`config.mk`:
```
export PLATFORM = sky130hd
export DESIGN_NAME = snf_qos
export DESIGN_NICKNAME = d
export VERILOG_FILES = /design/src/logic/snf_qos_pkg.sv /design/src/logic/rsp_fifo.sv /design/src/logic/qos_admit.sv /design/src/logic/mshr_slot_alloc.sv /design/src/logic/retry_bank.sv /design/src/logic/snf_qos.sv
export SDC_FILE = /design/constraint.sdc
export NUM_CORES = 1
export LEC_CHECK = 0
export BUFFER_PORTS_ARGS = -buffer_cell sky130_fd_sc_hd__buf_4
export CAP_MARGIN = 20
export CORE_ASPECT_RATIO = 1.4
export CORE_MARGIN = 1.5
export CORE_UTILIZATION = 40
export CTS_BUF_LIST = sky130_fd_sc_hd__clkbuf_2
export CTS_CLUSTER_DIAMETER = 150
export CTS_CLUSTER_SIZE = 8
export DETAILED_ROUTE_END_ITERATION = 16
export PLACE_DENSITY = 0.65
export SETUP_SLACK_MARGIN = 0.2
export SLEW_MARGIN = 20
export SYNTH_ARGS = -nofsm -noshare
export SYNTH_HDL_FRONTEND = slang
export SYNTH_HIERARCHICAL = 1
export SYNTH_SLANG_ARGS = --single-unit
```
`constraint.sdc`:
```
create_clock -name clk -period 5.9 [get_ports clk]
set_clock_uncertainty 0.15 [all_clocks]
set_input_delay 1.18 -clock clk [delete_from_list [all_inputs] [get_ports clk]]
set_output_delay 1.18 -clock clk [all_outputs]
set_load 0.02 [all_outputs]
```
`src/logic/snf_qos_pkg.sv`:
```
//******************************
// pool sizes must add up to mshr_entries
// lowest_set takes vectors up to mshr_entries wide
//******************************
package snf_qos_pkg;

    // tracker slots
    localparam int mshr_entries = 8;
    localparam int mshr_idx_w = 3;

    // request and response fields
    localparam int srcid_w = 7;
    localparam int txnid_w = 8;
    localparam int qos_w = 4;
    localparam int pcrdtype_w = 4;

    // qos split and pool sizes
    localparam int qos_high_min = 8;
    localparam int high_pool_num = 4;
    localparam int low_pool_num = 4;
    localparam int pool_cnt_w = 3;

    // pool owning a slot
    localparam int class_w = 2;
    localparam logic [class_w-1:0] class_low = 2'd1;
    localparam logic [class_w-1:0] class_high = 2'd2;

    // retry bank
    localparam int ret_bank_entries = 4;
    localparam int ret_bank_idx_w = 2;
    localparam int ret_cnt_w = 4;

    // response queues
    localparam int retryack_w = srcid_w + txnid_w + qos_w + pcrdtype_w;
    localparam int pcrdgnt_w = srcid_w + qos_w + pcrdtype_w;
    localparam int retryack_depth = 4;
    localparam int pcrdgnt_depth = 4;
    // fill count, wide enough for depth 4
    localparam int q_cnt_w = 3;

    // index of the lowest set bit, zero when none
    function automatic logic [mshr_idx_w-1:0] lowest_set(input logic [mshr_entries-1:0] vec);
        logic [mshr_idx_w-1:0] idx;
        idx = '0;
        for (int i = mshr_entries - 1; i >= 0; i--) begin
            if (vec[i]) begin
                idx = mshr_idx_w'(i);
            end
        end
        return idx;
    endfunction

endpackage

```
`src/logic/rsp_fifo.sv`:
```
`timescale 1ns/1ns
//******************************
// depth must be a power of two
//******************************
module rsp_fifo #(
    parameter int width = 8,
    parameter int depth = 4
) (
    input  logic             clk,
    input  logic             rst,
    input  logic             push,
    input  logic [width-1:0] push_data,
    input  logic             pop_won,
    output logic [width-1:0] head_data,
    output logic             not_empty
);

    localparam int ptr_w = $clog2(depth);
    localparam int cnt_w = $clog2(depth + 1);

    logic [width-1:0] mem [depth];
    logic [ptr_w-1:0] wr_ptr_q;
    logic [ptr_w-1:0] rd_ptr_q;
    logic [cnt_w-1:0] cnt_q;
    logic             full;
    logic             push_ok;
    logic             pop_ok;

    assign not_empty = cnt_q != '0;
    assign full = cnt_q == cnt_w'(depth);
    // full queue still accepts when popped in the same cycle
    assign push_ok = push & (~full | pop_won);
    assign pop_ok = pop_won & not_empty;

    always_ff @(posedge clk or posedge rst) begin
        if (rst) begin
            wr_ptr_q <= '0;
            rd_ptr_q <= '0;
            cnt_q <= '0;
        end else begin
            if (push_ok) begin
                wr_ptr_q <= wr_ptr_q + ptr_w'(1);
            end
            if (pop_ok) begin
                rd_ptr_q <= rd_ptr_q + ptr_w'(1);
            end
            cnt_q <= cnt_q + cnt_w'(push_ok) - cnt_w'(pop_ok);
        end
    end

    always_ff @(posedge clk) begin
        if (push_ok) begin
            mem[wr_ptr_q] <= push_data;
        end
    end

    assign head_data = mem[rd_ptr_q];

endmodule

```
`src/logic/qos_admit.sv`:
```
`timescale 1ns/1ns
//******************************
// static requests bypass the pools
// RetryAck fill level is tracked here to gate the push
//******************************
module qos_admit
    import snf_qos_pkg::*;
(
    input  logic                  clk,
    input  logic                  rst,
    input  logic                  req_valid,
    input  logic [srcid_w-1:0]    req_srcid,
    input  logic [txnid_w-1:0]    req_txnid,
    input  logic [qos_w-1:0]      req_qos,
    input  logic                  req_allowretry,
    input  logic                  retire_valid,
    input  logic [class_w-1:0]    retire_class,
    input  logic                  reserve_slot,
    input  logic                  retryack_won,
    output logic                  alloc_en,
    output logic                  alloc_static,
    output logic [class_w-1:0]    alloc_pool_class,
    output logic                  retry_en,
    output logic                  req_high,
    output logic                  retryack_push,
    output logic [retryack_w-1:0] retryack_word
);

    logic                  req_dyn;
    logic                  req_static;
    logic                  take_high;
    logic                  take_low;
    logic                  high_inc;
    logic                  high_dec;
    logic                  low_inc;
    logic                  low_dec;
    logic [pool_cnt_w-1:0] high_cnt_q;
    logic [pool_cnt_w-1:0] low_cnt_q;
    logic [pool_cnt_w-1:0] high_cnt_next;
    logic [pool_cnt_w-1:0] low_cnt_next;
    logic                  high_full_q;
    logic                  low_full_q;
    logic [q_cnt_w-1:0]    ra_cnt_q;
    logic                  ra_full;
    logic                  ra_pop;

    assign req_high = req_qos >= qos_w'(qos_high_min);
    assign req_dyn = req_valid & req_allowretry;
    assign req_static = req_valid & ~req_allowretry;

    // high tries its own pool first, then spills to low
    assign take_high = req_high & ~high_full_q;
    assign take_low = ~take_high & ~low_full_q;

    assign alloc_en = req_static | (req_dyn & (take_high | take_low));
    assign alloc_static = req_static;
    assign alloc_pool_class = take_high ? class_high : class_low;
    assign retry_en = req_dyn & ~take_high & ~take_low;

    // a reserved retire hands the slot on, so the pool stays charged
    assign high_inc = req_dyn & take_high;
    assign high_dec = retire_valid & ~reserve_slot & (retire_class == class_high);
    assign low_inc = req_dyn & take_low;
    assign low_dec = retire_valid & ~reserve_slot & (retire_class == class_low);

    assign high_cnt_next = high_cnt_q + pool_cnt_w'(high_inc) - pool_cnt_w'(high_dec);
    assign low_cnt_next = low_cnt_q + pool_cnt_w'(low_inc) - pool_cnt_w'(low_dec);

    always_ff @(posedge clk or posedge rst) begin
        if (rst) begin
            high_cnt_q <= '0;
            low_cnt_q <= '0;
            high_full_q <= 1'b0;
            low_full_q <= 1'b0;
        end else begin
            high_cnt_q <= high_cnt_next;
            low_cnt_q <= low_cnt_next;
            high_full_q <= high_cnt_next == pool_cnt_w'(high_pool_num);
            low_full_q <= low_cnt_next == pool_cnt_w'(low_pool_num);
        end
    end

    // pcrdtype bit 1 high, bit 0 low
    assign retryack_word = {req_srcid, req_txnid, req_qos, pcrdtype_w'({req_high, ~req_high})};

    assign ra_full = ra_cnt_q == q_cnt_w'(retryack_depth);
    assign ra_pop = retryack_won & (ra_cnt_q != '0);
    assign retryack_push = retry_en & (~ra_full | retryack_won);

    always_ff @(posedge clk or posedge rst) begin
        if (rst) begin
            ra_cnt_q <= '0;
        end else begin
            ra_cnt_q <= ra_cnt_q + q_cnt_w'(retryack_push) - q_cnt_w'(ra_pop);
        end
    end

endmodule

```
`src/logic/mshr_slot_alloc.sv`:
```
`timescale 1ns/1ns
//******************************
// retire_idx must name a busy slot
//******************************
module mshr_slot_alloc
    import snf_qos_pkg::*;
(
    input  logic                  clk,
    input  logic                  rst,
    input  logic                  alloc_en,
    input  logic                  alloc_static,
    input  logic [class_w-1:0]    alloc_pool_class,
    input  logic                  retire_valid,
    input  logic [mshr_idx_w-1:0] retire_idx,
    input  logic                  reserve_slot,
    output logic [mshr_idx_w-1:0] alloc_idx,
    output logic [class_w-1:0]    retire_class
);

    logic [mshr_entries-1:0] busy_q;
    logic [mshr_entries-1:0] rsvd_q;
    logic [mshr_entries-1:0] alloc_vec;
    logic [mshr_entries-1:0] alloc_vec_q;
    logic [mshr_entries-1:0] retire_vec;
    logic [class_w-1:0]      pool_q [mshr_entries];

    // static takes a reserved slot, dynamic a clean one
    assign alloc_idx = alloc_static ? lowest_set(rsvd_q & ~busy_q)
                                    : lowest_set(~rsvd_q & ~busy_q);

    always_comb begin
        for (int i = 0; i < mshr_entries; i++) begin
            alloc_vec[i] = alloc_en && (alloc_idx == mshr_idx_w'(i));
            retire_vec[i] = retire_valid && (retire_idx == mshr_idx_w'(i));
        end
    end

    always_ff @(posedge clk or posedge rst) begin
        if (rst) begin
            busy_q <= '0;
            rsvd_q <= '0;
            alloc_vec_q <= '0;
        end else begin
            busy_q <= (busy_q & ~retire_vec) | alloc_vec;
            alloc_vec_q <= alloc_vec;
            // reservation drops one cycle after the slot is taken
            rsvd_q <= (rsvd_q & ~alloc_vec_q) | (retire_vec & {mshr_entries{reserve_slot}});
        end
    end

    // reserved slots keep the class from their dynamic owner
    always_ff @(posedge clk) begin
        for (int i = 0; i < mshr_entries; i++) begin
            if (alloc_vec[i] && !alloc_static) begin
                pool_q[i] <= alloc_pool_class;
            end
        end
    end

    assign retire_class = pool_q[retire_idx];

endmodule

```
`src/logic/retry_bank.sv`:
```
`timescale 1ns/1ns
//******************************
// a new source overwrites the round-robin entry with its counts
// a grant dropped on a full queue is lost
//******************************
module retry_bank
    import snf_qos_pkg::*;
(
    input  logic                 clk,
    input  logic                 rst,
    input  logic [srcid_w-1:0]   req_srcid,
    input  logic                 retry_en,
    input  logic                 req_high,
    input  logic                 retire_valid,
    input  logic [class_w-1:0]   retire_class,
    input  logic                 pcrdgnt_won,
    output logic                 reserve_slot,
    output logic                 pcrdgnt_push,
    output logic [pcrdgnt_w-1:0] pcrdgnt_word
);

    logic [srcid_w-1:0]          srcid_q [ret_bank_entries];
    logic [ret_bank_entries-1:0] valid_q;
    logic [ret_bank_idx_w-1:0]   wr_ptr_q;
    logic [ret_cnt_w-1:0]        cnt_h_q [ret_bank_entries];
    logic [ret_cnt_w-1:0]        cnt_l_q [ret_bank_entries];
    logic [ret_cnt_w-1:0]        cnt_h_next [ret_bank_entries];
    logic [ret_cnt_w-1:0]        cnt_l_next [ret_bank_entries];
    logic [ret_bank_entries-1:0] match;
    logic [ret_bank_entries-1:0] inc_sel;
    logic [ret_bank_entries-1:0] inc_h;
    logic [ret_bank_entries-1:0] inc_l;
    logic [ret_bank_entries-1:0] dec_h;
    logic [ret_bank_entries-1:0] dec_l;
    logic [ret_bank_entries-1:0] h_wait;
    logic [ret_bank_entries-1:0] l_wait;
    logic                        new_entry;
    logic                        gnt_h;
    logic                        gnt_l;
    logic                        gnt_h_q;
    logic                        gnt_l_q;
    logic [ret_bank_idx_w-1:0]   gnt_sel_q;
    logic [q_cnt_w-1:0]          pg_cnt_q;
    logic                        pg_full;
    logic                        pg_pop;

    always_comb begin
        for (int i = 0; i < ret_bank_entries; i++) begin
            match[i] = valid_q[i] && (srcid_q[i] == req_srcid);
        end
    end

    assign new_entry = retry_en & ~(|match);

    // counts after this cycle's retry and pending grant
    always_comb begin
        for (int i = 0; i < ret_bank_entries; i++) begin
            inc_sel[i] = new_entry ? (wr_ptr_q == ret_bank_idx_w'(i)) : match[i];
            inc_h[i] = retry_en & req_high & inc_sel[i];
            inc_l[i] = retry_en & ~req_high & inc_sel[i];
            dec_h[i] = gnt_h_q & pcrdgnt_push & (gnt_sel_q == ret_bank_idx_w'(i));
            dec_l[i] = gnt_l_q & pcrdgnt_push & (gnt_sel_q == ret_bank_idx_w'(i));
            // an overwritten entry starts again from zero
            cnt_h_next[i] = (new_entry & inc_sel[i]) ? ret_cnt_w'(inc_h[i])
                            : cnt_h_q[i] + ret_cnt_w'(inc_h[i]) - ret_cnt_w'(dec_h[i]);
            cnt_l_next[i] = (new_entry & inc_sel[i]) ? ret_cnt_w'(inc_l[i])
                            : cnt_l_q[i] + ret_cnt_w'(inc_l[i]) - ret_cnt_w'(dec_l[i]);
            h_wait[i] = cnt_h_next[i] != '0;
            l_wait[i] = cnt_l_next[i] != '0;
        end
    end

    // high waiters always win, low only on a low-pool retire
    assign gnt_h = retire_valid & (|h_wait);
    assign gnt_l = retire_valid & ~(|h_wait) & (|l_wait) & (retire_class == class_low);
    assign reserve_slot = gnt_h | gnt_l;

    always_ff @(posedge clk or posedge rst) begin
        if (rst) begin
            valid_q <= '0;
            wr_ptr_q <= '0;
            gnt_h_q <= 1'b0;
            gnt_l_q <= 1'b0;
            pg_cnt_q <= '0;
            for (int i = 0; i < ret_bank_entries; i++) begin
                cnt_h_q[i] <= '0;
                cnt_l_q[i] <= '0;
            end
        end else begin
            if (new_entry) begin
                valid_q[wr_ptr_q] <= 1'b1;
                wr_ptr_q <= wr_ptr_q + ret_bank_idx_w'(1);
            end
            for (int i = 0; i < ret_bank_entries; i++) begin
                cnt_h_q[i] <= cnt_h_next[i];
                cnt_l_q[i] <= cnt_l_next[i];
            end
            gnt_h_q <= gnt_h;
            gnt_l_q <= gnt_l;
            pg_cnt_q <= pg_cnt_q + q_cnt_w'(pcrdgnt_push) - q_cnt_w'(pg_pop);
        end
    end

    always_ff @(posedge clk) begin
        if (new_entry) begin
            srcid_q[wr_ptr_q] <= req_srcid;
        end
        if (reserve_slot) begin
            gnt_sel_q <= ret_bank_idx_w'(lowest_set(mshr_entries'(gnt_h ? h_wait : l_wait)));
        end
    end

    assign pg_full = pg_cnt_q == q_cnt_w'(pcrdgnt_depth);
    assign pg_pop = pcrdgnt_won & (pg_cnt_q != '0);
    assign pcrdgnt_push = (gnt_h_q | gnt_l_q) & (~pg_full | pcrdgnt_won);

    // high grant carries qos 0xf, low grant qos 0
    assign pcrdgnt_word = {srcid_q[gnt_sel_q], {qos_w{gnt_h_q}},
                           pcrdtype_w'({gnt_h_q, gnt_l_q})};

endmodule

```
`src/logic/snf_qos.sv`:
```
`timescale 1ns/1ns
//******************************
// queue heads are valid only while the valid output is high
//******************************
module snf_qos
    import snf_qos_pkg::*;
(
    input  logic                  clk,
    input  logic                  rst,
    input  logic                  req_valid,
    input  logic [srcid_w-1:0]    req_srcid,
    input  logic [txnid_w-1:0]    req_txnid,
    input  logic [qos_w-1:0]      req_qos,
    input  logic                  req_allowretry,
    input  logic                  retire_valid,
    input  logic [mshr_idx_w-1:0] retire_idx,
    input  logic                  retryack_won,
    input  logic                  pcrdgnt_won,
    output logic                  alloc_en,
    output logic [mshr_idx_w-1:0] alloc_idx,
    output logic                  retry_en,
    output logic                  retryack_valid,
    output logic [srcid_w-1:0]    retryack_srcid,
    output logic [txnid_w-1:0]    retryack_txnid,
    output logic [qos_w-1:0]      retryack_qos,
    output logic [pcrdtype_w-1:0] retryack_pcrdtype,
    output logic                  pcrdgnt_valid,
    output logic [srcid_w-1:0]    pcrdgnt_srcid,
    output logic [qos_w-1:0]      pcrdgnt_qos,
    output logic [pcrdtype_w-1:0] pcrdgnt_pcrdtype
);

    logic                  alloc_static;
    logic [class_w-1:0]    alloc_pool_class;
    logic [class_w-1:0]    retire_class;
    logic                  reserve_slot;
    logic                  req_high;
    logic                  retryack_push;
    logic [retryack_w-1:0] retryack_word;
    logic [retryack_w-1:0] retryack_head;
    logic                  pcrdgnt_push;
    logic [pcrdgnt_w-1:0]  pcrdgnt_word;
    logic [pcrdgnt_w-1:0]  pcrdgnt_head;

    qos_admit qos_admit_i (
        .clk              (clk),
        .rst              (rst),
        .req_valid        (req_valid),
        .req_srcid        (req_srcid),
        .req_txnid        (req_txnid),
        .req_qos          (req_qos),
        .req_allowretry   (req_allowretry),
        .retire_valid     (retire_valid),
        .retire_class     (retire_class),
        .reserve_slot     (reserve_slot),
        .retryack_won     (retryack_won),
        .alloc_en         (alloc_en),
        .alloc_static     (alloc_static),
        .alloc_pool_class (alloc_pool_class),
        .retry_en         (retry_en),
        .req_high         (req_high),
        .retryack_push    (retryack_push),
        .retryack_word    (retryack_word)
    );

    mshr_slot_alloc mshr_slot_alloc_i (
        .clk              (clk),
        .rst              (rst),
        .alloc_en         (alloc_en),
        .alloc_static     (alloc_static),
        .alloc_pool_class (alloc_pool_class),
        .retire_valid     (retire_valid),
        .retire_idx       (retire_idx),
        .reserve_slot     (reserve_slot),
        .alloc_idx        (alloc_idx),
        .retire_class     (retire_class)
    );

    retry_bank retry_bank_i (
        .clk          (clk),
        .rst          (rst),
        .req_srcid    (req_srcid),
        .retry_en     (retry_en),
        .req_high     (req_high),
        .retire_valid (retire_valid),
        .retire_class (retire_class),
        .pcrdgnt_won  (pcrdgnt_won),
        .reserve_slot (reserve_slot),
        .pcrdgnt_push (pcrdgnt_push),
        .pcrdgnt_word (pcrdgnt_word)
    );

    rsp_fifo #(
        .width (retryack_w),
        .depth (retryack_depth)
    ) retryack_q (
        .clk       (clk),
        .rst       (rst),
        .push      (retryack_push),
        .push_data (retryack_word),
        .pop_won   (retryack_won),
        .head_data (retryack_head),
        .not_empty (retryack_valid)
    );

    rsp_fifo #(
        .width (pcrdgnt_w),
        .depth (pcrdgnt_depth)
    ) pcrdgnt_q (
        .clk       (clk),
        .rst       (rst),
        .push      (pcrdgnt_push),
        .push_data (pcrdgnt_word),
        .pop_won   (pcrdgnt_won),
        .head_data (pcrdgnt_head),
        .not_empty (pcrdgnt_valid)
    );

    assign {retryack_srcid, retryack_txnid, retryack_qos, retryack_pcrdtype} = retryack_head;
    assign {pcrdgnt_srcid, pcrdgnt_qos, pcrdgnt_pcrdtype} = pcrdgnt_head;

endmodule

```
==> results_tabular.tex <==
\begin{tabular}{lr}
\hline
Metric & Value \\
\hline
\multicolumn{2}{l}{\textbf{Outcome}} \\
Run status & finished clean \\
\multicolumn{2}{l}{\textbf{STA}} \\
Final worst hold slack & 179 ps \\
Slew @ Worst Pin & slightly above 900 ps \\
FMAX & roughly 170 MHz \\
Worst setup margin & 167 ps \\
Crit path time final & $\sim$5700 ps \\
Count of endpoints failing setup in the final report & 0 \\
Final-report max-slew violation count & 0 \\
Post-route fraction of the period consumed by the critical path & between 90\% and 100\% \\
Count of final hold-check violations & 0 \\
Setup repair after global routing missed its margin & true \\
Headroom to the max-slew limit & about two fifths \\
\multicolumn{2}{l}{\textbf{Global routing}} \\
Global-route usage over all layers & $\sim$16\% \\
Pin count of the biggest net entering global routing & 25 \\
Remaining global-route overflow & 0 \\
Number of global-route vias before repair & about 8400 \\
Initial antenna violation count & 1 \\
Global-route wire length before repair & roughly 44 mm \\
\multicolumn{2}{l}{\textbf{Detailed routing}} \\
Number of iterations in the first detailed-routing pass & 7 \\
DRT iter0 DRCs & between 200 and 300 \\
Number of nets still failing antenna checks after routing & 0 \\
Vias per std cell & roughly 5 \\
Vias & 7778 \\
Total Wirelength & 26.9 mm \\
Routed len/inst & between 15 and 20 um \\
Post-route DRC violation count & 0 \\
\multicolumn{2}{l}{\textbf{Logic synthesis}} \\
Number of distinct library cells after synthesis & about 80 \\
Post-Syn Instances & 924 \\
Number of warnings reported in the yosys synthesis log & 6 \\
Synthesized-area fraction occupied by ao, oa, aoi and oai cells & 5.36\% \\
Combinational family with the most area after synthesis & multiplexers \\
Share of synthesized registers carrying an async set or reset & 31.7\% \\
Average footprint of a synthesized cell & roughly 15 um\^{}2 \\
Area share of xor/xnor cells in the synthesized design & under 10\% \\
Basic-gate share of the synthesized area counting and, or, nand and nor cells & between 8 and 9\% \\
Area share of fa/ha/maj cells after synthesis & under 10\% \\
Post-Synthesis Cell Area & 13800 um\^{}2 \\
Synth Register Bits & 290 \\
Sequential area share after synthesis & between 50\% and 60\% \\
Predominant post-synthesis flop cell & sky130\_fd\_sc\_hd\_\_edfxtp\_1 \\
Portion of netlist area occupied by mux cells & a little under a tenth \\
Count of flip-flops with a built-in enable after synthesis & 198 \\
\multicolumn{2}{l}{\textbf{Clock network}} \\
Level count of the clock H-tree & 2 \\
Number of buffers on the longest clock path & 3 \\
Clock sink count & 290 \\
TritonCTS clock tree & done \\
Clk slew on worst S/H paths & $\sim$160 ps \\
Insertion delay of the later-clocked pin in the worst-skew pair & approximately 860 ps \\
Cell chosen for the clock root & sky130\_fd\_sc\_hd\_\_clkbuf\_2 \\
TritonCTS Buffers & 42 \\
\multicolumn{2}{l}{\textbf{Power and ir drop}} \\
Leakage power of the design & approximately 6.3 nW \\
Total power per unit cell area & 453 nW/um\^{}2 \\
Maximum resistive drop on vdd & 296 uV \\
\multicolumn{2}{l}{\textbf{Placement}} \\
Gpl congestion & 0.810 \\
Post-detailed-placement half-perimeter wirelength & between 15 and 20 mm \\
Count of input and output buffers & 73 \\
Total placed instance area & between 15000 and 20000 um\^{}2 \\
Worst slack at placement & -711 ps \\
\multicolumn{2}{l}{\textbf{Layout}} \\
Synthesis-to-layout area growth & 15.0\% \\
Most common library cell in the layout ignoring fill and taps & sky130\_fd\_sc\_hd\_\_edfxtp\_1 \\
Final Instance Area & approximately 16000 um\^{}2 \\
Ratio of cells with drive above 1 in the final layout & 34.9\% \\
Commonest cells after routing, fill and taps aside & sky130\_fd\_sc\_hd\_\_edfxtp\_1 (198), sky130\_fd\_sc\_hd\_\_buf\_4 (166), sky130\_fd\_sc\_hd\_\_dfrtp\_1 (91) \\
Nets@finish & approximately 1200 \\
\multicolumn{2}{l}{\textbf{Floorplan}} \\
Core region area & 33900 um\^{}2 \\
Number of top-level pins & 74 \\
Row cnt & 80 \\
DIE HEIGHT & 222 um \\
Initial standard-cell utilization of the core & 40.5\% \\
Horizontal die dimension & between 150 and 200 um \\
Die Footprint & approximately 36000 um\^{}2 \\
\multicolumn{2}{l}{\textbf{Job}} \\
Count of maximum capacitance violations & 0 \\
\multicolumn{2}{l}{\textbf{Setup path}} \\
Required @ worst endpoint & roughly 6500 ps \\
Family with the most delay on the worst path & simple AND/OR/NAND/NOR gates \\
Crit path largest cell delay & around 520 ps \\
Buffers \& Inverters on Critical Path & 4 \\
Arr. time, crit path & approximately 6400 ps \\
Critical Path Most Common Cell & sky130\_fd\_sc\_hd\_\_inv\_2 \\
Number of cells on the critical path & 25 \\
Endpoint kind of the worst setup timing path & flop \\
R2r worst-path depth & 24 \\
Crit Path Category & input pin to flop \\
Largest driver fanout on the critical path & 6 \\
Critical path's slowest cell & sky130\_fd\_sc\_hd\_\_fa\_1 \\
Critical path startpoint category & input pin \\
Setup slack, reg-to-reg & about 170 ps \\
\multicolumn{2}{l}{\textbf{Min path}} \\
Path type of the worst min-delay path & input pin to async pin \\
\hline
\end{tabular}
[cells by family after synthesis]
group                      count (synthesis)
AOI/OAI and AO/OA                         94
xor gates and xnor gates                  71
adders and majority gates                 70
buffers and inverters                    156
DFF                                      290
muxes                                     61
other                                      2
and+or+nand+nor                          180
[path summary, 6_finish.rpt]
path                                                                 start                                     to
max in group asynchronous                                              rst      retry_bank_i/cnt_h_q[0]$_DFF_PP0_
worst min register to register  mshr_slot_alloc_i/alloc_vec_q[4]$_DFF_PP0_  mshr_slot_alloc_i/rsvd_q[4]$_DFF_PP0_
min in group clk                mshr_slot_alloc_i/alloc_vec_q[4]$_DFF_PP0_  mshr_slot_alloc_i/rsvd_q[4]$_DFF_PP0_
worst max-delay path                                          req_srcid[3]       qos_admit_i/low_full_q$_DFF_PP0_
worst min-delay path                                                   rst     retryack_q/wr_ptr_q[0]$_DFFE_PP0P_
worst max register to register        retry_bank_i/srcid_q[0][1]$_DFFE_PP_       qos_admit_i/low_full_q$_DFF_PP0_
[routing by layer]
metal / vias to the layer above / GRT usage [%] / routed length (um)
met4: 0 / 5.81 / 719
met3: 51 / 2.73 / 974
met1: 3970 / 17.4 / 10300
met2: 134 / 29.6 / 14800
li1: 3623 / - / -
met5: - / 0 / 0
[layout make-up]
class / count / area (um^2)
clock inverter: 4 / 77.6
multi-input combinational: 480 / 4950
antenna: 1 / 2.50
inverter: 90 / 342
clock buffer: 71 / 355
timing repair buffer: 168 / 1270
sequential: 290 / 8250
fill: 3014 / 18100
tap: 451 / 564
[timing repair]
| action | 4_1_cts | 5_1_grt |
|---|---|---|
| cloned | 0 | 0 |
| hold buffers | 0 | 0 |
| resized for setup | 4 | 23 |
| pin swaps | 2 | 21 |
| buffers inserted | 0 | 6 |
| endpoints found under the setup margin | 2 | 4 |
[through the flow]
stage / total power, mW / util, % / std cells / TNS, ps
floorplan: 5.08 / - / 926 / -1950
global placement: 5.91 / 44.6 / 1472 / -2970
CTS: 7.14 / 46.0 / 1548 / 0
detailed placement: 5.99 / 44.7 / 1473 / -2970
global route: 7.67 / 46.6 / 1555 / -97.7
finish: 7.16 / 46.6 / 1555 / 0
[worst register-to-register path, cell delays in order (launching register included)]
cell                       delay (ps)
sky130_fd_sc_hd__edfxtp_1         480
sky130_fd_sc_hd__xnor2_1          160
sky130_fd_sc_hd__nand4_1          100
sky130_fd_sc_hd__nor2_2            70
sky130_fd_sc_hd__nor4_4           430
sky130_fd_sc_hd__and2_4           240
sky130_fd_sc_hd__o21ai_2           50
sky130_fd_sc_hd__ha_1             300
sky130_fd_sc_hd__inv_2             40
sky130_fd_sc_hd__ha_4             150
sky130_fd_sc_hd__fa_2             350
sky130_fd_sc_hd__xor2_1           150
sky130_fd_sc_hd__or4_4            500
sky130_fd_sc_hd__a21oi_4          140
sky130_fd_sc_hd__a21oi_2           60
sky130_fd_sc_hd__o311ai_2         340
sky130_fd_sc_hd__a21oi_2          130
sky130_fd_sc_hd__nor4bb_2         300
sky130_fd_sc_hd__ha_1             280
sky130_fd_sc_hd__inv_2             70
sky130_fd_sc_hd__ha_4             120
sky130_fd_sc_hd__inv_2             30
sky130_fd_sc_hd__fa_1             520
sky130_fd_sc_hd__or3b_1           350
sky130_fd_sc_hd__mux2i_1          140
[Yosys cell counts, drive strengths merged, types with 3 or more instances]
cell	count	area, um^2
or2	5	31.3
xor2	8	77.6
nand2	19	73.8
edfxtp	198	5950
xnor2	63	552
mux2	9	116
fa	14	280
mux4	49	1100
a31oi	3	18.8
nor4	6	77.6
and2	23	145
nor4b	7	88.8
ha	56	701
o31a	4	35.0
nor2b	9	56.3
o21ai	17	88.8
dfrtp	92	2300
o32ai	3	26.3
mux2i	3	30.0
inv	90	338
nor3	22	146
nand3	3	15.0
a21o	13	97.6
nor3b	3	22.5
or3	3	18.8
and3	3	18.8
a21oi	14	73.8
o22ai	8	50.1
buf	55	403
clkbuf	11	41.3
nand4	8	56.3
nand2b	16	103
o211ai	4	35.0
o31ai	11	125
nor2	44	180
[flip-flops by register name, indices dropped and copies added (netlist names), 2 cells and up]
register and cells:
pcrdgnt_q/mem 60, retry_bank_i/cnt_l_q 16, retryack_q/mem 92, retryack_q/cnt_q 3
retryack_q/wr_ptr_q 2, retry_bank_i/wr_ptr_q 2, mshr_slot_alloc_i/busy_q 8, retry_bank_i/pg_cnt_q 3
retryack_q/rd_ptr_q 2, mshr_slot_alloc_i/pool_q 16, pcrdgnt_q/wr_ptr_q 2, retry_bank_i/cnt_h_q 16
retry_bank_i/valid_q 4, qos_admit_i/low_cnt_q 3, pcrdgnt_q/rd_ptr_q 2, mshr_slot_alloc_i/rsvd_q 8
mshr_slot_alloc_i/alloc_vec_q 8, qos_admit_i/ra_cnt_q 3, qos_admit_i/high_cnt_q 3, retry_bank_i/gnt_sel_q 2
pcrdgnt_q/cnt_q 3, retry_bank_i/srcid_q 28
[where the power goes]
part,switching (mW),leakage [nW],internal [mW]
clock network,0.697,0.331,0.399
registers,0.315,2.90,2.62
logic,1.57,3.03,1.56
total,2.58,6.26,4.58
Note: power is estimated with default switching activity, not from simulation.
